## src/mod_defines.svh

```systemverilog
`ifndef MOD_DEFINES_SVH
`define MOD_DEFINES_SVH

// frame geometry.
`define MOD_DEPTH 249

// modulation sample addressing.
`define MOD_IDX_W 15
`define MOD_SEG_SIZE 32768

// timer clock divider width.
`define MOD_DIV_W 16

// memory read latency, request register to sample.
`define MOD_RD_LAT 2

// operand, product and output register stages.
`define MOD_MULT_LAT 3

// strobe to first output word.
`define MOD_OUT_LAT 6

`endif

```

## src/mod_pkg.sv

```systemverilog
`include "mod_defines.svh"

package mod_pkg;

  typedef struct packed {
    logic [`MOD_DIV_W-1:0] div;    // cycles per index step.
    logic [`MOD_IDX_W-1:0] cycle;  // last index before wrap.
  } mod_seg_cfg_t;

  typedef struct packed {
    logic               segment;
    logic               stop;
    mod_seg_cfg_t [1:0] seg;
  } mod_cfg_t;

  typedef struct packed {
    logic [`MOD_IDX_W-1:0] idx_0;
    logic [`MOD_IDX_W-1:0] idx_1;
    logic                  segment;
    logic                  stop;
  } mod_cnt_t;

  typedef struct packed {
    logic                  segment;
    logic [`MOD_IDX_W-1:0] idx;
  } mod_rd_t;

  typedef struct packed {
    logic                  segment;
    logic [`MOD_IDX_W-1:0] idx;
    logic [7:0]            value;
  } mod_wr_t;

  typedef struct packed {
    logic [7:0] intensity;
    logic [7:0] phase;
  } drive_in_t;

  typedef struct packed {
    logic [15:0] intensity;  // intensity times modulation sample.
    logic [7:0]  phase;
  } drive_out_t;

endpackage

```

## src/mod_timer.sv

```systemverilog
`include "mod_defines.svh"

module mod_timer (
  input  logic               CLK,
  input  logic               reset,
  input  logic               cfg_valid,
  input  mod_pkg::mod_cfg_t  cfg,
  output mod_pkg::mod_cnt_t  cnt
);

  import mod_pkg::*;

  mod_cfg_t                         cfg_q;
  logic [1:0][`MOD_DIV_W-1:0]       div_cnt;
  logic [1:0][`MOD_IDX_W-1:0]       idx;

  // per-segment divider and index counters.
  always_ff @(posedge CLK) begin
    if (reset) begin
      cfg_q   <= '0;
      div_cnt <= '0;
      idx     <= '0;
    end else if (cfg_valid) begin
      cfg_q   <= cfg;
      div_cnt <= '0;  // a new config restarts both segments.
      idx     <= '0;
    end else begin
      for (int i = 0; i < 2; i++) begin
        if (div_cnt[i] == cfg_q.seg[i].div - 1'b1) begin
          div_cnt[i] <= '0;
          if (idx[i] == cfg_q.seg[i].cycle) begin
            idx[i] <= '0;
          end else begin
            idx[i] <= idx[i] + 1'b1;
          end
        end else begin
          div_cnt[i] <= div_cnt[i] + 1'b1;
        end
      end
    end
  end

  // count word lags the counters by one cycle.
  always_ff @(posedge CLK) begin
    if (reset) begin
      cnt <= '0;
    end else begin
      cnt.idx_0   <= idx[0];
      cnt.idx_1   <= idx[1];
      cnt.segment <= cfg_q.segment;
      cnt.stop    <= cfg_q.stop;  // counting goes on while stopped.
    end
  end

  a_idx_in_cycle: assert property (
    @(posedge CLK) disable iff (reset)
      (idx[0] <= cfg_q.seg[0].cycle) && (idx[1] <= cfg_q.seg[1].cycle)
  ) else $error("modulation index beyond its cycle length");

endmodule

```

## config.mk

```make
export PLATFORM = sky130hd
export DESIGN_NAME = mod_timer
export DESIGN_NICKNAME = d
export VERILOG_FILES = /design/src/mod_pkg.sv /design/src/mod_timer.sv
export VERILOG_INCLUDE_DIRS = /design/src
export SDC_FILE = /design/constraint.sdc
export NUM_CORES = 1
export LEC_CHECK = 0
export BUFFER_PORTS_ARGS = -buffer_cell sky130_fd_sc_hd__buf_2
export CAP_MARGIN = 15
export CORE_MARGIN = 3
export CORE_UTILIZATION = 47
export CTS_CLUSTER_DIAMETER = 200
export CTS_CLUSTER_SIZE = 20
export DETAILED_ROUTE_END_ITERATION = 8
export PLACE_DENSITY = 0.78
export SLEW_MARGIN = 20
export SYNTH_ARGS = -nofsm -noshare
export SYNTH_HDL_FRONTEND = slang
export SYNTH_SLANG_ARGS = --single-unit
```

## constraint.sdc

```tcl
create_clock -name CLK -period 9.9 [get_ports CLK]
set_input_delay 1.98 -clock CLK [delete_from_list [all_inputs] [get_ports CLK]]
set_output_delay 1.98 -clock CLK [all_outputs]
set_load 0.05 [all_outputs]
```

## Yosys cells after proc, flatten, opt, wreduce, memory -nomap -nowiden

Index checks and enable logic that the tools add are counted.

- Register bits: 158
- Latch bits: 0
- RAM bits: 0
- ROM bits: 0
- Input bits: 67
- Word-level logic and storage cells: 29
- Memories: 0

- Add/subtract/negate cells: 6
- Multipliers: 0
- Divide/modulo/power cells: 0
- Order comparisons: 0
- Equal/unequal tests: 4
- Shift-type cells: 0
- Multiplexer cells: 2
- Bitwise logic cells: 0
- Reduce and logical (&&, ||, !) cells: 3

Operator list:

| operator | number |
|---|---|
| $add A16 B1 Y16 const B | 2 |
| $eq A16 B16 Y1 | 2 |
| $sub A16 B1 Y16 const B | 2 |
| $add A15 B1 Y15 const B | 2 |
| $eq A15 B15 Y1 | 2 |
| $mux W15 | 2 |
| $reduce_or A3 Y1 | 2 |
| $reduce_or A2 Y1 | 1 |

## Logic depth before layout (Yosys ltp)

Gate-level depths: netlist (run 1).

- Word-level depth: 3
- Gate-level depth with buffers: 11
- Mapped depth without buffers: 9

## Worst setup path after synthesis (run 1)

No wires, ideal clock.

- Path type: reg2reg
- Start: register cfg_q[15] (netlist bit)
- End: register div_cnt[10] (netlist bit)
- Data arrival time: 3.181 ns
- Data required time: 9.785 ns
- Path slack: 6.605 ns
- Stages on the path, launching flop included: 12
- Period minus slack after synthesis: 3.295 ns
- Cells stage by stage: dfxtp_1 inv_1 ha_1 or4b_1 clkbuf_1 or4_1 a2111oi_1 o2111ai_1 or4_4 o21ai_4 buf_4 nor2_1

- Word-level cells in the longest chain between the ends: 3

Ends and longest elaborated chain:

| element | RTL line | RTL |
|---|---|---|
| from (decl) | mod_timer.sv:13 | `mod_cfg_t cfg_q;` |
| from (signal assigned) | mod_timer.sv:24 | `cfg_q <= cfg;` |
| $sub A16 B1 Y16 | mod_timer.sv:29 | `if (div_cnt[i] == cfg_q.seg[i].div - 1'b1) begin` |
| $eq A16 B16 Y1 | mod_timer.sv:29 |  |
| $reduce_or A3 Y1 (no source line) | -- |  |
| to (signal, indexed assignment) | mod_timer.sv:37 | `div_cnt[i] <= div_cnt[i] + 1'b1;` |
| to (decl) | mod_timer.sv:14 | `` logic [1:0][`MOD_DIV_W-1:0] div_cnt; `` |

No other way between the ends.
A chain may end at the register's enable or synchronous reset.

## Final worst setup path (run 1)

- Start: register cfg_q[15] (netlist bit)
- End: register idx[0] (netlist bit)

- Word-level cells in the longest chain between the ends: 2

Ends and longest elaborated chain:

| element | RTL line | RTL |
|---|---|---|
| $sub A16 B1 Y16 | mod_timer.sv:29 |  |
| $eq A16 B16 Y1 | mod_timer.sv:29 |  |
| to (signal, indexed assignment) | mod_timer.sv:34 | `idx[i] <= idx[i] + 1'b1;` |
| to (decl) | mod_timer.sv:15 | `` logic [1:0][`MOD_IDX_W-1:0] idx; `` |

No other way between the ends.

==> run metrics, run 1 <==
count of yosys warnings during synthesis 0; slowest cell on the critical path or4_4; endpoints failing hold 0; dominant cells by area after synthesis dfxtp_1 41%, mux2i_1 8.8%, nor2_1 6.5%; post-synth top area cell dfxtp_1; complex-gate fraction of the synthesized area 9.02%; share of flip-flops with an asynchronous set or reset 0%; DIE AREA 17800 um^2; ratio of final minimum period to clock period 38.2%; cells traversed along the worst timing path inv_1 -> ha_1 -> or4b_1 -> or4_1 -> a2111oi_1 -> o2111ai_1 -> or4_4 -> o21ai_4 -> mux2i_1; number of gates resized after CTS 0; Synth-to-Final Area Change 15.5%; type of the worst setup path register to register; clock transition at the registers of the reported paths 60 ps; critical path's largest stage delay 690 ps; Post-Synth XOR/XNOR Area 9.74%; per-cell routed wire length 14.4 um; commonest cells in the netlist 158 x dfxtp_1, 132 x nor2_1, 67 x mux2i_1; Std-Cell Rows 45; part of the total power dissipated in combinational logic 10.1%; P per Cell Area 168 nW/um^2; number of synthesized register bits 158; count of different cell masters after synthesis 59; Clock Skews 8.50 ps; first-pass GRT wire length 28600 um; Placement Cell Area 8220 um^2; required arrival time at the worst endpoint 10180 ps; total nets after synthesis 965; number of enable flip-flop cells after synthesis 0; router iterations before antenna repair 5; clock root buffer clkbuf_16; proportion of layout cells with a drive suffix above 1 15.3%; die height 134 um; number of inserted filler cells in the final layout 1386; post-route cell area 8830 um^2; average instance area after synthesis 8.57 um^2; placer's final routability congestion estimate 0.883; Setup Buffers After CTS 0; power share of the clock group 44.5%; antenna violations before repair 0; power spent charging and discharging nets 0.358 mW; type of the worst min-delay path register to register; RSZ-0062 raised after global routing no; count of hold-fix buffers inserted at cts 0; port buffer count 98; largest vdd supply drop 0.000133 V; data arrival at the endpoint of the critical path 4060 ps; total clock buffers created by CTS 17; grt total ovfl 0; starting utilization of the core area 49.2%; final layout net count 1034; H-tree levels 4; DIE WIDTH 134 um; minimum clock period after layout 3780 ps; all-layer global routing usage 19.2%; mean number of vias per cell 5.48; adder and majority cell fraction of the synthesized area 0.982%; maximum root-to-sink buffer count 2; Max-Cap Viols 0; boundary pin count 99; vias after detailed routing 6488; combinational family with the most area after synthesis simple AND/OR/NAND/NOR gates; pin slew with the least headroom to its limit 1080 ps; switching fraction of total power 24.1%; area share of the largest cell type after synthesis 41.4%; post-synthesis share of cell area spent on and, or, nand and nor gates 26.1%; post-synthesis sequential area ratio 41.4%; outcome finished, final reports clean; endpoint class of the critical path register; Total Neg Setup Slack 0 ps; number of instances in the synthesized netlist 892; Final setup violation count 0; share of power burned in registers 45.4%; CTS tree yes; Cell Int Power 1.12 mW; sum of buffers and inverters on the critical path 1; Clock Sinks 158; Setup crit start kind register; static power due to leakage 3.78 nW; remaining number of nets flagged by the antenna check after routing 0; prevailing post-synth register cell dfxtp_1; DRC violations left 0; multiplexer share of the synthesized area 9.07%; Total Wirelength 17100 um; later-pin clock latency in the skew report 420 ps; 1st-iter DRT viols 543; worst rel slew slack 27.3%; pin count of the biggest net entering global routing 97; final antenna diode count 0; hold slack 471 ps; estimated wirelength of the detail-placed design 11800 um; number of max-slew violations in the final report 0; placeable core region 15500 um^2; max frequency 264 MHz; largest fanout on the critical path 17; kind of cell adding the most delay to the critical path simple AND/OR/NAND/NOR gates; count leader, synth dfxtp_1; via count of the first global-routing pass 5979; summed instance area of the synthesized netlist 7640 um^2
## state kept, by name, summed over array words and instances (netlist names)
register / count
cfg_q: 64
cnt: 32
div_cnt: 32
idx: 30
## metal layers
layer  routed length [um]  part of all wire [%]  track usage (%)
met1                 7980                    47             26.5
met2                 7950                    47             30.3
met3                  978                   5.7             4.83
met4                  172                   1.0             4.57
met5                    0                     0                0
## path summary, 6_finish.rpt
check	slack [ps]	end	from	depth (start not counted)
setup / recovery	6120	idx[0]	cfg_q[15]	9
hold / removal	470	cnt[1]	cfg_q[63]	1
setup reg to reg	6120	idx[0]	cfg_q[15]	9
hold reg to reg	470	cnt[1]	cfg_q[63]	1
## cells by family after synthesis
family	after synthesis
multiplexers	69
AO/OA/AOI/OAI	112
XOR/XNOR	85
AND/OR/NAND/NOR	392
adder cells (fa/ha/maj)	6
flip-flops	158
buffers and inverters	70
## through the flow
stage / setup slack (ps) / util (%) / instances / power (mW)
3_5_place_dp: 6030 / 52.9 / 1153 / 0.834
6_report: 6120 / 56.8 / 1185 / 1.48
2_1_floorplan: 6600 / - / 892 / 0.793
3_3_place_gp: 6060 / 52.9 / 1153 / 0.831
4_1_cts: 6120 / 56.8 / 1185 / 1.49
5_1_grt: 5850 / 56.8 / 1185 / 1.54
## power groups by stage
stage	Sequential (mW)	Clock [mW]	Combinational, mW
2_1_floorplan	0.678	0	0.115
3_3_place_gp	0.685	0	0.146
3_5_place_dp	0.686	0	0.148
4_1_cts	0.672	0.671	0.150
5_1_grt	0.675	0.700	0.167
6_report	0.672	0.660	0.150
## cells in the final DEF, fill, tap and decap left out, types with 26 or more instances in the layout
cell	instances
nand3_1	41
xnor2_1	30
nand2_1	51
mux2i_1	67
a21oi_1	31
nor2b_1	35
buf_2	96
dfxtp_1	158
nand4_1	26
xor2_1	55
nor2_1	132
o21ai_0	35
## cell type report
| type | count | area (um^2) | share of cell area (%) |
|---|---|---|---|
| multi-input cells | 664 | 4200 | 47.6 |
| flip-flops and latches | 158 | 3160 | 35.8 |
| repair buffers | 103 | 533 | 6.04 |
| clock buffers | 22 | 464 | 5.26 |
| well taps | 211 | 264 | 2.99 |
| clock inverters | 10 | 138 | 1.56 |
| inverters | 17 | 63.8 | 0.723 |
Power figures use the tool's default switching activity.
==> run 2: changes to the inputs <==
--- a/config.mk
+++ b/config.mk
@@ -13,7 +13,7 @@
 export CTS_CLUSTER_DIAMETER = 200
 export CTS_CLUSTER_SIZE = 20
 export DETAILED_ROUTE_END_ITERATION = 8
-export PLACE_DENSITY = 0.78
+export PLACE_DENSITY = 0.81
 export SLEW_MARGIN = 20
 export SYNTH_ARGS = -nofsm -noshare
 export SYNTH_HDL_FRONTEND = slang
==> constraint.sdc (replaced) <==
create_clock -name CLK -period 3.4 [get_ports CLK]
set_input_delay 0.68 -clock CLK [delete_from_list [all_inputs] [get_ports CLK]]
set_output_delay 0.68 -clock CLK [all_outputs]
set_load 0.05 [all_outputs]
==> run 2 against run 1 <==
  * Register-to-register slack worse by 6000 ps
  * Count of clock-buffer cells in the layout down 2
  * First-iteration DRC count up 9.4%
  * Sequential power rose to 2.9 times the previous value
  * Largest cell class unchanged
  * Utilization up 1.6 points
==> run metrics, run 2 (synthesized netlist as in run 1, its figures left out) <==
clock transition at the registers of the reported paths 60 ps (about the same); vias after detailed routing 6582 (was 6488); most flop-heavy register cfg_q (unchanged); proportion of layout cells with a drive suffix above 1 17.7% (was 15.3%); pin count of the biggest net entering global routing 92 (was 97); endpoints failing hold 0 (unchanged); DRC violations left 0 (unchanged); endpoint class of the critical path register (unchanged); die height 134 um (unchanged); registers with the most flip-flops cfg_q x64, cnt x32, div_cnt x32 (unchanged); total clock buffers created by CTS 17 (unchanged); remaining number of nets flagged by the antenna check after routing 0 (unchanged); via count of the first global-routing pass 6111 (was 5979); maximum root-to-sink buffer count 2 (unchanged); largest fanout on the critical path 5 (was 17); later-pin clock latency in the skew report 430 ps (was 420 ps); port buffer count 98 (unchanged); RSZ-0062 raised after global routing no (unchanged); number of max-slew violations in the final report 0 (unchanged); outcome finished, final reports clean (unchanged); placer's final routability congestion estimate 0.881 (was 0.883); per-cell routed wire length 14.8 um (was 14.4 um); count of hold-fix buffers inserted at cts 0 (unchanged); estimated wirelength of the detail-placed design 12300 um (was 11800 um); Setup crit start kind register (unchanged); type of the worst min-delay path register to register (unchanged); pin slew with the least headroom to its limit 890 ps (was 1080 ps); Std-Cell Rows 45 (unchanged); H-tree levels 4 (unchanged); sum of buffers and inverters on the critical path 2 (was 1); router iterations before antenna repair 5 (unchanged); type of the worst setup path register to register (unchanged); clock root buffer clkbuf_16 (unchanged); boundary pin count 99 (unchanged); kind of cell adding the most delay to the critical path simple AND/OR/NAND/NOR gates (unchanged); required arrival time at the worst endpoint 3690 ps (was 10180 ps); largest vdd supply drop 0.000385 V (was 0.000133 V); cells traversed along the worst timing path inv_1 -> ha_2 -> or4b_4 -> or4_4 -> a2111oi_4 -> o2111ai_2 -> or4_4 -> buf_4 -> o31ai_1 -> a21oi_1 (was inv_1 -> ha_1 -> or4b_1 -> or4_1 -> a2111oi_1 -> o2111ai_1 -> or4_4 -> o21ai_4 -> mux2i_1); mean number of vias per cell 5.46 (was 5.48); P per Cell Area 487 nW/um^2 (was 168 nW/um^2); final antenna diode count 0 (unchanged); Synth-to-Final Area Change 18.7% (was 15.5%); Clock Sinks 158 (unchanged); grt total ovfl 0 (unchanged); highest-count cells in the layout ignoring fill and taps 158 x dfxtp_1, 132 x nor2_1, 97 x buf_2 (was 158 x dfxtp_1, 132 x nor2_1, 96 x buf_2); Total Wirelength 17800 um (was 17100 um); flip-flop count of the largest register, all copies and words added 64 (unchanged); DIE AREA 17800 um^2 (unchanged); slowest cell on the critical path or4_4 (unchanged); first-pass GRT wire length 29100 um (was 28600 um); placeable core region 15500 um^2 (unchanged); 1st-iter DRT viols 594 (was 543); crit-path most repeated cell or4_4; hold slack 470 ps (was 471 ps); most common library cell in the layout ignoring fill and taps dfxtp_1 (unchanged); Clock Skews 11.5 ps (was 8.50 ps); starting utilization of the core area 49.2% (unchanged); worst rel slew slack 40.7% (was 27.3%); data arrival at the endpoint of the critical path 3570 ps (was 4060 ps); post-route worst setup slack 118 ps (was 6120 ps); final layout net count 1056 (was 1034); critical path's largest stage delay 590 ps (was 690 ps); minimum clock period after layout 3280 ps (was 3780 ps); all-layer global routing usage 19.7% (was 19.2%); antenna violations before repair 0 (unchanged); max frequency 305 MHz (was 264 MHz); Total Neg Setup Slack 0 ps (unchanged); ratio of final minimum period to clock period 96.5% (was 38.2%); Final setup violation count 0 (unchanged); static power due to leakage 3.90 nW (was 3.78 nW); CTS tree yes (unchanged); post-placement setup slack 26.4 ps (was 6030 ps); Max-Cap Viols 0 (unchanged); DIE WIDTH 134 um (unchanged)
[run 2: stage by stage]
step                      power [mW]  std cells  instance area [um^2]  util, %
after floorplan                 2.31        892                  7640        -
after global placement          2.44       1170                  8360     53.8
after detailed placement        2.45       1170                  8360     53.8
after CTS                       4.42       1201                  8970     57.8
after global routing            4.58       1206                  9070     58.4
final                           4.41       1206                  9070     58.4
[run 2: per-layer routing]
layer / vias up / global-route usage, % / part of all wire [%]
met5: - / 0 / 0
met1: 3063 / 26.3 / 47
li1: 3301 / - / -
met2: 199 / 32.3 / 46
met3: 19 / 4.61 / 5.8
met4: 0 / 4.97 / 1.2
[run 2: layout make-up]
class / count / area, um^2
clock buffer: 20 / 447
clock inverter: 11 / 166
fill: 1349 / 6470
inverter: 17 / 63.8
multi-input combinational: 665 / 4250
sequential: 158 / 3160
tap: 211 / 264
timing repair buffer: 124 / 718
[run 2: final timing paths]
| path | startpoint | end | slack, ps | cells past startpoint |
|---|---|---|---|---|
| setup / recovery | cfg_q[16] | idx[2] | 120 | 10 |
| hold / removal | cfg_q[62] | cnt[0] | 470 | 1 |
| setup reg to reg | cfg_q[16] | idx[2] | 120 | 10 |
| hold reg to reg | cfg_q[62] | cnt[0] | 470 | 1 |
[run 2: where the power goes]
group          total, mW  internal [mW]  switching, mW
registers           1.95           1.90         0.0517
clock network       1.98           1.24          0.740
logic              0.483          0.209          0.275
[run 2: worst register-to-register path: cells and delay by family, from the launching register on]
family	cells	cell delay [ps]
and+or+nand+nor	3	1580
adders and majority gates	1	190
buffers and inverters	2	250
DFF	1	340
AOI/OAI and AO/OA	4	810
[run 2: timing repair]
| action | in CTS | in global routing |
|---|---|---|
| setup buffers | 0 | 3 |
| pin swaps | 1 | 4 |
| endpoints found under the setup margin | 3 | 30 |
| cloned | 0 | 2 |
| gates resized for setup | 0 | 8 |
