File: config.mk
export PLATFORM = sky130hd
export DESIGN_NAME = modulation_multiplier
export DESIGN_NICKNAME = d
export VERILOG_FILES = /design/src/mod_pkg.sv /design/src/delay_fifo.sv /design/src/modulation_multiplier.sv
export VERILOG_INCLUDE_DIRS = /design/src
export SDC_FILE = /design/constraint.sdc
export NUM_CORES = 1
export LEC_CHECK = 0
export BUFFER_PORTS_ARGS = -buffer_cell sky130_fd_sc_hd__buf_2
export CAP_MARGIN = 10
export CORE_ASPECT_RATIO = 0.9
export CORE_UTILIZATION = 55
export CTS_BUF_LIST = sky130_fd_sc_hd__clkbuf_4 sky130_fd_sc_hd__clkbuf_8 sky130_fd_sc_hd__clkbuf_16
export DETAILED_ROUTE_END_ITERATION = 7
export GPL_TIMING_DRIVEN = 0
export MAX_ROUTING_LAYER = met4
export PLACE_DENSITY_LB_ADDON = 0.05
export SYNTH_ARGS = -nofsm -noshare
export SYNTH_HDL_FRONTEND = slang
export SYNTH_SLANG_ARGS = --single-unit
File: constraint.sdc
create_clock -name CLK -period 10.3 [get_ports CLK]
set_clock_uncertainty 0.2 [all_clocks]
set_input_delay 1.03 -clock CLK [delete_from_list [all_inputs] [get_ports CLK]]
set_output_delay 1.03 -clock CLK [all_outputs]
set_load 0.005 [all_outputs]
File: src/mod_defines.svh
`ifndef MOD_DEFINES_SVH
`define MOD_DEFINES_SVH

// frame geometry.
`define MOD_DEPTH 249

// modulation sample addressing.
`define MOD_IDX_W 15
`define MOD_SEG_SIZE 32768

// timer clock divider width.
`define MOD_DIV_W 16

// memory read latency, request register to sample.
`define MOD_RD_LAT 2

// operand, product and output register stages.
`define MOD_MULT_LAT 3

// strobe to first output word.
`define MOD_OUT_LAT 6

`endif

File: src/mod_pkg.sv
`include "mod_defines.svh"

package mod_pkg;

  typedef struct packed {
    logic [`MOD_DIV_W-1:0] div;    // cycles per index step.
    logic [`MOD_IDX_W-1:0] cycle;  // last index before wrap.
  } mod_seg_cfg_t;

  typedef struct packed {
    logic               segment;
    logic               stop;
    mod_seg_cfg_t [1:0] seg;
  } mod_cfg_t;

  typedef struct packed {
    logic [`MOD_IDX_W-1:0] idx_0;
    logic [`MOD_IDX_W-1:0] idx_1;
    logic                  segment;
    logic                  stop;
  } mod_cnt_t;

  typedef struct packed {
    logic                  segment;
    logic [`MOD_IDX_W-1:0] idx;
  } mod_rd_t;

  typedef struct packed {
    logic                  segment;
    logic [`MOD_IDX_W-1:0] idx;
    logic [7:0]            value;
  } mod_wr_t;

  typedef struct packed {
    logic [7:0] intensity;
    logic [7:0] phase;
  } drive_in_t;

  typedef struct packed {
    logic [15:0] intensity;  // intensity times modulation sample.
    logic [7:0]  phase;
  } drive_out_t;

endpackage

File: src/delay_fifo.sv
module delay_fifo #(
  parameter type T     = logic [7:0],
  parameter int  DEPTH = 1
) (
  input  logic CLK,
  input  T     din,
  output T     dout
);

  T stages [DEPTH];

  always_ff @(posedge CLK) begin
    stages[0] <= din;
    for (int i = 1; i < DEPTH; i++) begin
      stages[i] <= stages[i-1];
    end
  end

  assign dout = stages[DEPTH-1];

endmodule

File: src/modulation_multiplier.sv
`include "mod_defines.svh"

module modulation_multiplier (
  input  logic                 CLK,
  input  logic                 reset,
  input  logic                 din_valid,
  input  mod_pkg::drive_in_t   din,
  input  mod_pkg::mod_cnt_t    mod_cnt,
  output mod_pkg::mod_rd_t     mod_rd,
  input  logic [7:0]           mod_value,
  output logic                 dout_valid,
  output mod_pkg::drive_out_t  dout
);

  // run cycles spent before dout_valid rises.
  localparam int lead_cycles = `MOD_OUT_LAT - `MOD_RD_LAT - 2;
  localparam int cnt_w       = $clog2(`MOD_DEPTH + lead_cycles + 1);

  typedef enum logic [2:0] {
    waiting,
    wait_load_0,
    wait_load_1,
    mod_load,  // never entered.
    run
  } state_t;

  state_t                        state;
  logic [cnt_w-1:0]              run_cnt;
  logic [cnt_w-1:0]              out_cnt;
  logic [`MOD_IDX_W-1:0]         idx_0_q;
  logic [`MOD_IDX_W-1:0]         idx_1_q;
  logic [7:0]                    intensity_d;
  logic [7:0]                    phase_d;
  logic [7:0]                    mult_a;
  logic [7:0]                    mult_b;
  logic [`MOD_MULT_LAT-2:0][15:0] prod_q;

  // indices lag one cycle to line up with segment and stop.
  always_ff @(posedge CLK) begin
    idx_0_q <= mod_cnt.idx_0;
    idx_1_q <= mod_cnt.idx_1;
  end

  always_ff @(posedge CLK) begin
    if (reset) begin
      state      <= waiting;
      dout_valid <= 1'b0;
      run_cnt    <= '0;
      out_cnt    <= '0;
      mod_rd     <= '0;
    end else begin
      case (state)
        waiting: begin
          dout_valid <= 1'b0;
          if (din_valid) begin
            run_cnt <= '0;
            out_cnt <= '0;
            if (!mod_cnt.stop) begin
              mod_rd.idx     <= mod_cnt.segment ? idx_1_q : idx_0_q;
              mod_rd.segment <= mod_cnt.segment;
            end
            state <= wait_load_0;
          end
        end
        wait_load_0: begin
          state <= wait_load_1;
        end
        wait_load_1: begin
          state <= run;
        end
        run: begin
          run_cnt <= run_cnt + 1'b1;
          if (run_cnt >= cnt_w'(lead_cycles)) begin
            dout_valid <= 1'b1;
            out_cnt    <= out_cnt + 1'b1;
            if (out_cnt == cnt_w'(`MOD_DEPTH - 1)) begin
              state <= waiting;
            end
          end
        end
        default: begin
          state <= waiting;
        end
      endcase
    end
  end

  delay_fifo #(
    .T     (logic [7:0]),
    .DEPTH (`MOD_RD_LAT + 1)
  ) intensity_delay (
    .CLK  (CLK),
    .din  (din.intensity),
    .dout (intensity_d)
  );

  delay_fifo #(
    .T     (logic [7:0]),
    .DEPTH (`MOD_OUT_LAT)
  ) phase_delay (
    .CLK  (CLK),
    .din  (din.phase),
    .dout (phase_d)
  );

  // unsigned 8x8 multiply.
  always_ff @(posedge CLK) begin
    mult_a    <= intensity_d;
    mult_b    <= mod_value;
    prod_q[0] <= mult_a * mult_b;
    for (int i = 1; i < `MOD_MULT_LAT - 1; i++) begin
      prod_q[i] <= prod_q[i-1];
    end
  end

  assign dout.intensity = prod_q[`MOD_MULT_LAT-2];
  assign dout.phase     = phase_d;

  a_strobe_when_idle: assert property (
    @(posedge CLK) disable iff (reset)
      din_valid |-> state == waiting
  ) else $error("frame strobe outside the waiting state");

  a_out_latency: assert property (
    @(posedge CLK) disable iff (reset)
      din_valid |-> ##(`MOD_OUT_LAT) dout_valid
  ) else $error("first output word missed its slot");

endmodule

Yosys cells after proc, flatten, opt, wreduce, memory -nomap -nowiden
Memories as Yosys holds them, arrays and structs flattened. A register that Yosys moved wholly into a read port is not among the register bits.
Cells that the tools add are included.
{"block": "totals", "reg_bits": 106, "mem_bits_rw": 72, "inputBits": 59, "out_inout_bits": 41, "wordCells": 43, "mem_count": 2}
{"name": "phase_delay.stages", "depth": 6, "word_bits": 8, "read_ports": 6, "rd_ports_with_merged_regs": 0, "wr": 6, "line_no": "delay_fifo.sv:10", "text": "T stages [DEPTH];"}
{"name": "intensity_delay.stages", "depth": 3, "word_bits": 8, "read_ports": 3, "rd_ports_with_merged_regs": 1, "wr": 3, "line_no": "delay_fifo.sv:10"}
{"block": "op_classes", "add_sub_neg": 2, "n_mul": 1, "magnitude_cmp": 1, "n_eq_ne": 7, "mux": 11, "n_bitwise": 1, "reduce_logical": 7}
{"operator": "one-hot mux 8 bit (2 select lines)", "count": 2}
{"operator": "adder 8 x 1 -> 8 bit, second input constant", "count": 2}
{"operator": "multiplier 8 x 8 -> 16 bit", "count": 1}
{"operator": "two-way mux 8 bit", "count": 2}
{"operator": "two-way mux 15 bit", "count": 1}
{"operator": "one-hot mux 3 bit (4 select lines)", "count": 1}
{"operator": "two-way mux 3 bit", "count": 3}
{"operator": "AND reduction 3 bit", "count": 3}
{"operator": "== test 8 bit, second input constant", "count": 1}
{"operator": "greater-or-equal comparator 8 x 2 -> 1 bit, second input constant", "count": 1}
{"operator": "inequality test 2 bit, second input constant", "count": 3}
{"operator": "AND reduction 2 bit", "count": 2}
{"operator": "== test 3 x 1 -> 1 bit, second input constant", "count": 1}
{"operator": "== test 3 x 2 -> 1 bit, second input constant", "count": 1}
{"operator": "== test 3 bit, second input constant", "count": 1}
{"operator": "logical NOT 3 bit", "count": 1}
{"operator": "one-hot mux 1 bit (2 select lines)", "count": 1}
{"operator": "nonzero test 2 bit", "count": 1}
{"operator": "two-way mux 1 bit", "count": 1}
{"operator": "NOT 1 bit", "count": 1}

Depth between registers and ports, before layout
Gate-level depths: netlist of the first run.
{"block": "logic_depth", "depth_word": 4, "ltp_mapped": 15, "ltp_nobuf": 15}

Modules after synthesis
A second synthesis of the first run with hierarchy kept.
{"block": "unflattened", "hier_cells": 596, "hier_area_um2": 6906.6}
{"mod": "modulation_multiplier", "n_inst": 1, "cells_per_inst": 516, "area_each_um2": 5405.2, "seq_area_each_um2": 2282.2}
{"mod": "delay_fifo at phase_delay", "n_inst": 1, "cells_per_inst": 48, "area_each_um2": 960.9, "seq_area_each_um2": 960.9}
{"mod": "delay_fifo at intensity_delay", "n_inst": 1, "cells_per_inst": 32, "area_each_um2": 540.5, "seq_area_each_um2": 480.5}

Least setup slack after synthesis of the first run
Ideal clock, no wire load.
{"block": "synth_timing", "path_type": "reg2reg", "from": "register mult_b[7]", "to": "register prod_q[15] (netlist name)", "setup_time_ps": 127, "arrival_time_ps": 3903, "t_required_ps": 9973, "path_slack_ps": 6070, "stages_incl_launch_ff": 15, "n_path_buf": 0, "synth_period_minus_slack_ps": 4230, "path_cell_list": "dfxtp_1 nand2_1 fa_1 fa_1 inv_1 fa_1 inv_1 fa_1 inv_1 ha_1 o211ai_1 a21oi_1 a2111oi_0 o41ai_1 xnor2_1"}
{"block": "synth_between", "elab_chain_cells": 1}
{"element": "start, declared", "line_no": "modulation_multiplier.sv:35", "text": "logic [7:0] mult_b;"}
{"element": "start signal, assigned", "line_no": "modulation_multiplier.sv:109", "text": "mult_b <= mod_value;"}
{"element": "multiplier 8 x 8 -> 16 bit", "line_no": "modulation_multiplier.sv:110", "text": "prod_q[0] <= mult_a * mult_b;"}
{"element": "end signal, assigned by index", "line_no": "modulation_multiplier.sv:112", "text": "prod_q[i] <= prod_q[i-1];"}
{"element": "end, declared", "line_no": "modulation_multiplier.sv:36", "text": "logic [`MOD_MULT_LAT-2:0][15:0] prod_q;"}
No other way between the ends.
A chain may end at the register's enable or synchronous reset.

Worst setup path after layout of the first run
{"block": "layout_timing", "from": "register mult_b[6]", "to": "register prod_q[15] (netlist name)"}
Same word-level chain as after synthesis.

==> results of run 1 <==
-- cells by family after synthesis --
logic type / count (synthesis)
flops: 186
xor+xnor: 18
simple gates: 149
compound gates: 59
fa+ha+maj: 76
buf+inv: 82
mux: 18
-- cell type report --
class                      instances  area, um2  share of cell area
sequential                       186       3720               0.454
multi-input combinational        320       2770               0.338
clock inverter                    14        186              0.0228
timing repair buffer              98        490              0.0599
buffer                            25        165              0.0202
clock buffer                      18        439              0.0536
inverter                          57        214              0.0261
tap                              160        200              0.0244
antenna                            1       2.50            0.000305
-- flip-flops by register name (all words and copies together), names as in the netlist, 3 cells and up --
register	flops
dout	16
mult_a	8
run_cnt	8
phase_delay.stages	48
idx_0_q	15
mult_b	8
state	3
mod_rd	16
out_cnt	8
idx_1_q	15
intensity_delay.stages	24
prod_q	16
-- cell usage in the layout, fill, tap and decap left out, drive strengths merged, types with 4 or more instances in the layout --
cell	instances
a211oi	19
a21oi	20
and2	54
buf	119
clkbuf	22
clkinvlp	4
dfxtp	186
fa	36
ha	40
inv	61
mux2i	17
nand2	23
nand2b	4
nand3	4
nor2	40
nor3	7
o211ai	4
o21ai	6
xnor2	11
xor2	7
-- power by group through the flow --
stage / sequential [mW] / clock [mW] / combinational (mW)
after floorplan: 0.839 / 0 / 0.299
after global placement: 0.844 / 0 / 0.392
after detailed placement: 0.848 / 0 / 0.397
after CTS: 0.835 / 0.679 / 0.400
after global routing: 0.842 / 0.709 / 0.457
final: 0.834 / 0.664 / 0.396
-- worst max-delay path, delay by kind of cell (launching register included) --
family | cells | cell delay [ns]
AO/OA/AOI/OAI | 4 | 1.05
XOR/XNOR | 1 | 0.16
adder cells (fa/ha/maj) | 5 | 2.41
buffers and inverters | 2 | 0.10
flip-flops | 1 | 0.48
AND/OR/NAND/NOR | 1 | 0.20
-- routing by layer --
metal  up-vias  share of wire
met2       114           0.44
met3        10          0.052
met5         -              0
met1      1843           0.49
li1       2130              -
met4         0          0.011
-- stage by stage --
stage,worst slack [ns],util
finish,5.57,0.676
global route,5.12,0.676
CTS,5.60,0.676
detailed placement,5.62,0.624
global placement,5.67,0.624
floorplan,6.07,-
-- path summary, 6_finish.rpt --
check / to / slack, ns / cells past startpoint
setup reg to reg: prod_q[15] / 5.57 / 13
setup / recovery: prod_q[15] / 5.57 / 13
hold / removal: dout[10] / 0.12 / 0
hold reg to reg: dout[10] / 0.12 / 0
==> flow_summary.ini, run 1 <==
[sta]
finalHoldViolations = 0
fin_crit_sh = 0.460
rsz0062_at_grt = no
fin_crit_ns = 4.73
drv_slew = 0
tns_ns = 0
fmax_mhz = 211
holdWs_ns = 0.124
setup_viol = 0
relSlewSlack = 0.523
worst_pin_slew_ns = 0.697

[global_routing]
use_met1 = 0.248
grt_pass1_vias = 4096
gr-total-overflow = 0
antenna_found_initial = 1
grt_pass1_wl_mm = 18.9
grt_util_met3 = 0.0491
grt_max_degree = 18
busiest_layer = met2
grt_use_total = 0.194
met2_usage = 0.295

[power_and_ir_drop]
power_leakage_nw = 3.78
power.total_mw = 1.89
powerDensity_nw_per_um2 = 231
p_switching_uw = 499
p_int_mw = 1.39
ir_worst_vdd_mv = 0.149
p_seq_frac = 0.440
swShare = 0.263
p_comb_frac = 0.209
pwr-share-clk = 0.350

[layout]
finalInstanceArea_um2 = 8190
drive_gt1_frac = 0.220
area_growth_pct = 19.2
fillerInstances = 941
finalNetCount = 840
stdcell_count = 879

[synthesis]
yosysWarnings = 0
synth_edf_count = 0
syn_nets = 723
synth.most_common_cell = dfxtp_1
syn-cell-area_um2 = 6870
synth.top_cell.area_share = 0.542
synth_top_family_by_area = adder cells
yosys.area_share.adder = 0.178
async_flop_share = 0
synth_top_cells_by_area = dfxtp_1 54%, fa_1 10%, ha_1 7.3%
synthCells = 588
synth_compound_area_frac = 0.0593
yosysUniqueCellTypes = 47
avgSynthCellArea_um2 = 11.7
synth_top_area_cell = dfxtp_1
ys_ff_latch = 186
synth.area.mux_share = 0.0264
synth_simple_gate_area_share = 0.117
synthFlopType = dfxtp_1
synth_xor_area_frac = 0.0229
yosysSeqAreaShare = 0.542
synthTopCellsByCount = 186 x dfxtp_1, 57 x inv_1, 53 x and2_1

[detailed_routing]
drcViolationCount = 0
drtPass1Iterations = 4
postRouteAntennaNets = 0
wl_mm = 11.2
drt_iter0_drc = 194
wl_per_cell_um = 12.7
viasPerCell = 4.66
vias = 4097

[setup_path]
timing.rr.start = mult_b[6]
path_class = reg2reg
cp_common_cell = fa_1
crit_start = mult_b[6]
required_ns = 10.39
critPathSlowestCell = a2111oi_0
start_kind = flip-flop
cp.arrival_ns = 4.83
path_cells = and2_1, fa_1, fa_1, fa_1, inv_1, fa_1, inv_1, ha_1, o211ai_1, a21oi_1, a2111oi_0, o41ai_1, xnor2_1
cpPeakStageDelay_ns = 0.63
critPathMaxFanout = 8
critPathCaptureType = flip-flop

[clocking]
htreeDepth = 4
cts_setup_buffers = 0
path_clk_slew_ns = 0.07
cts-root-buf = clkbuf_16
clk_latency_ns = 0.41
cts_resized = 0
cts_buffers = 17
clockBufferDepth = 2
clkSinkCount = 186
cts_tree = done
hold_buffers = 0

[floorplanning]
core_um2 = 12100
fp.dieArea_um2 = 13000
start_util = 0.567
ioPinCount = 100
die_w_um = 120
fp.dieH_um = 108
rows = 38

[placed_design]
dp.cells = 846
place_congestion = 0.818
place_area_um2 = 7560
portBuffers = 98
dpl.hpwl_mm = 8.22

[min_path]
min-delay-start = prod_q[2]
hold_path_class = reg2reg

[outcome]
status = finished clean

[run]
cap_violations = 0
Note: power is estimated with default switching activity, not from simulation.
==> inputs of run 2 (changes only) <==
--- a/config.mk
+++ b/config.mk
@@ -9,7 +9,7 @@
 export BUFFER_PORTS_ARGS = -buffer_cell sky130_fd_sc_hd__buf_2
 export CAP_MARGIN = 10
 export CORE_ASPECT_RATIO = 0.9
-export CORE_UTILIZATION = 55
+export CORE_UTILIZATION = 51
 export CTS_BUF_LIST = sky130_fd_sc_hd__clkbuf_4 sky130_fd_sc_hd__clkbuf_8 sky130_fd_sc_hd__clkbuf_16
 export DETAILED_ROUTE_END_ITERATION = 7
 export GPL_TIMING_DRIVEN = 0
==> constraint.sdc (replaced) <==
create_clock -name CLK -period 4.15 [get_ports CLK]
set_clock_uncertainty 0.2 [all_clocks]
set_input_delay 0.415 -clock CLK [delete_from_list [all_inputs] [get_ports CLK]]
set_output_delay 0.415 -clock CLK [all_outputs]
set_load 0.005 [all_outputs]
==> flow_summary.ini, run 2 (synthesis gave the netlist of run 1 again) <==
[outcome]
status = finished clean

[layout]
largest_reg_flops = 48
layout_commonest_cell = dfxtp_1
drive_gt1_frac = 0.278
stdcell_count = 952
fillerInstances = 914
area_growth_pct = 31.5
finalNetCount = 910
multiInputGateArea_um2 = 2940
reg_top3 = phase_delay.stages: 48 flops, intensity_delay.stages: 24 flops
fin_util = 0.699
largest_register = phase_delay.stages
layout_common_cells = 172 x dfxtp_1, 101 x buf_2, 54 x dlygate4sd3_1
ff_latch_area_um2 = 3770
antenna_cells = 0

[global_routing]
gr-total-overflow = 0
grt_max_degree = 19
grt_use_total = 0.194
grt_pass1_wl_mm = 20.8
met2_usage = 0.291
use_met1 = 0.254
grt_util_met3 = 0.0505
antenna_found_initial = 0
busiest_layer = met2
grt_pass1_vias = 4443

[placed_design]
dpl_worst_slack_ns = -0.350
place_congestion = 0.786
dpl.hpwl_mm = 8.06
dp.cells = 850
portBuffers = 98

[sta]
fin_crit_ns = 4.08
holdWs_ns = 0.0559
worst_pin_slew_ns = 0.659
fin_ws_ns = 0.0737
drv_slew = 0
rsz0062_at_grt = yes
fin_crit_sh = 0.982
finalHoldViolations = 0
setup_viol = 0
fmax_mhz = 245
relSlewSlack = 0.561

[clocking]
clk_latency_ns = 0.42
cts-root-buf = clkbuf_16
cts_buffers = 17
htreeDepth = 4
cts_tree = done
clkSinkCount = 186
path_clk_slew_ns = 0.07
clockBufferDepth = 2

[setup_path]
critPathCaptureType = flip-flop
path_cells = nand2_2, fa_1, fa_1, inv_2, fa_1, inv_1, fa_1, inv_2, ha_4, o211ai_1, o211ai_1, a311o_1, a21oi_2, xnor2_1
critPathSlowestCell = fa_1
cp_common_cell = fa_1
start_kind = flip-flop
critPathMaxFanout = 8
cp.arrival_ns = 4.18
cpPeakStageDelay_ns = 0.53
path_class = reg2reg
required_ns = 4.26

[detailed_routing]
wl_mm = 12.3
viasPerCell = 4.64
drt_iter0_drc = 164
postRouteAntennaNets = 0
drcViolationCount = 0
vias = 4420
drtPass1Iterations = 4
wl_per_cell_um = 12.9

[floorplanning]
ioPinCount = 100
start_util = 0.532
die_w_um = 124
fp.dieArea_um2 = 13900
core_um2 = 12900
fp.dieH_um = 112
rows = 39

[power_and_ir_drop]
powerDensity_nw_per_um2 = 559
ir_worst_vdd_mv = 0.350
power_leakage_nw = 4.10
power.total_mw = 5.05

[min_path]
hold_path_class = in2reg

[run]
cap_violations = 0
## run 2: changes by cell type in the layout (fill, tap and decap cells not counted), moves of 4 or more
cell | before | now
o21ai_0 | 6 | 2
inv_1 | 57 | 50
ha_4 | 0 | 6
dfxtp_4 | 0 | 13
buf_4 | 16 | 32
a21oi_1 | 19 | 15
inv_2 | 0 | 7
clkinvlp_4 | 4 | 0
dlygate4sd3_1 | 0 | 54
dfxtp_1 | 186 | 172
ha_1 | 40 | 34
## run 2: through the flow
step                area [um2]  setup TNS (ns)
finish                    9040               0
global route              9040         -0.0864
CTS                       8910               0
detailed placement        7580           -1.52
global placement          7580           -1.11
floorplan                 6880               0
## run 2: final cells by class
cell class / count / area share
multi-input combinational: 320 / 0.325
buffer: 25 / 0.0183
inverter: 57 / 0.0237
clock inverter: 13 / 0.0163
tap: 164 / 0.0227
timing repair buffer: 168 / 0.127
sequential: 186 / 0.418
clock buffer: 19 / 0.0487
## run 2: worst paths after layout
kind | slack, ns | endpoint | depth (start not counted) | start
worst min-delay path | 0.06 | out_cnt[5] | 2 | reset
worst min register to register | 0.12 | dout[13] | 0 | prod_q[5]
worst max register to register | 0.07 | prod_q[14] | 14 | mult_b[3]
worst max-delay path | 0.07 | prod_q[14] | 14 | mult_b[3]
## run 2: critical path: cells and delay by family, from the launching register on
family                     cells  cell delay [ns]
xor gates and xnor gates       1             0.12
adders and majority gates      5             2.31
DFF                            1             0.39
buffers and inverters          3             0.14
and+or+nand+nor                1             0.07
AOI/OAI and AO/OA              4             0.73
## run 2: routing by layer
metal / vias up / wire (um)
met4: 0 / 174
met2: 115 / 5470
met3: 15 / 557
met1: 2021 / 6080
met5: - / 0
li1: 2269 / -
## run 2: power by group
| part | internal, mW | leakage (nW) | total [mW] | switching, mW |
|---|---|---|---|---|
| clock network | 0.871 | 0.294 | 1.57 | 0.701 |
| logic | 0.750 | 2.24 | 1.42 | 0.669 |
| registers | 1.99 | 1.56 | 2.06 | 0.0662 |
| total | 3.62 | 4.10 | 5.05 | 1.44 |
## run 2: timing repair
action,4_1_cts,5_1_grt
hold buffers,54,0
gates resized for setup,44,23
hold endpoints to repair,54,0
setup buffers,9,7
pin swaps,17,29
setup endpoints to repair,7,6
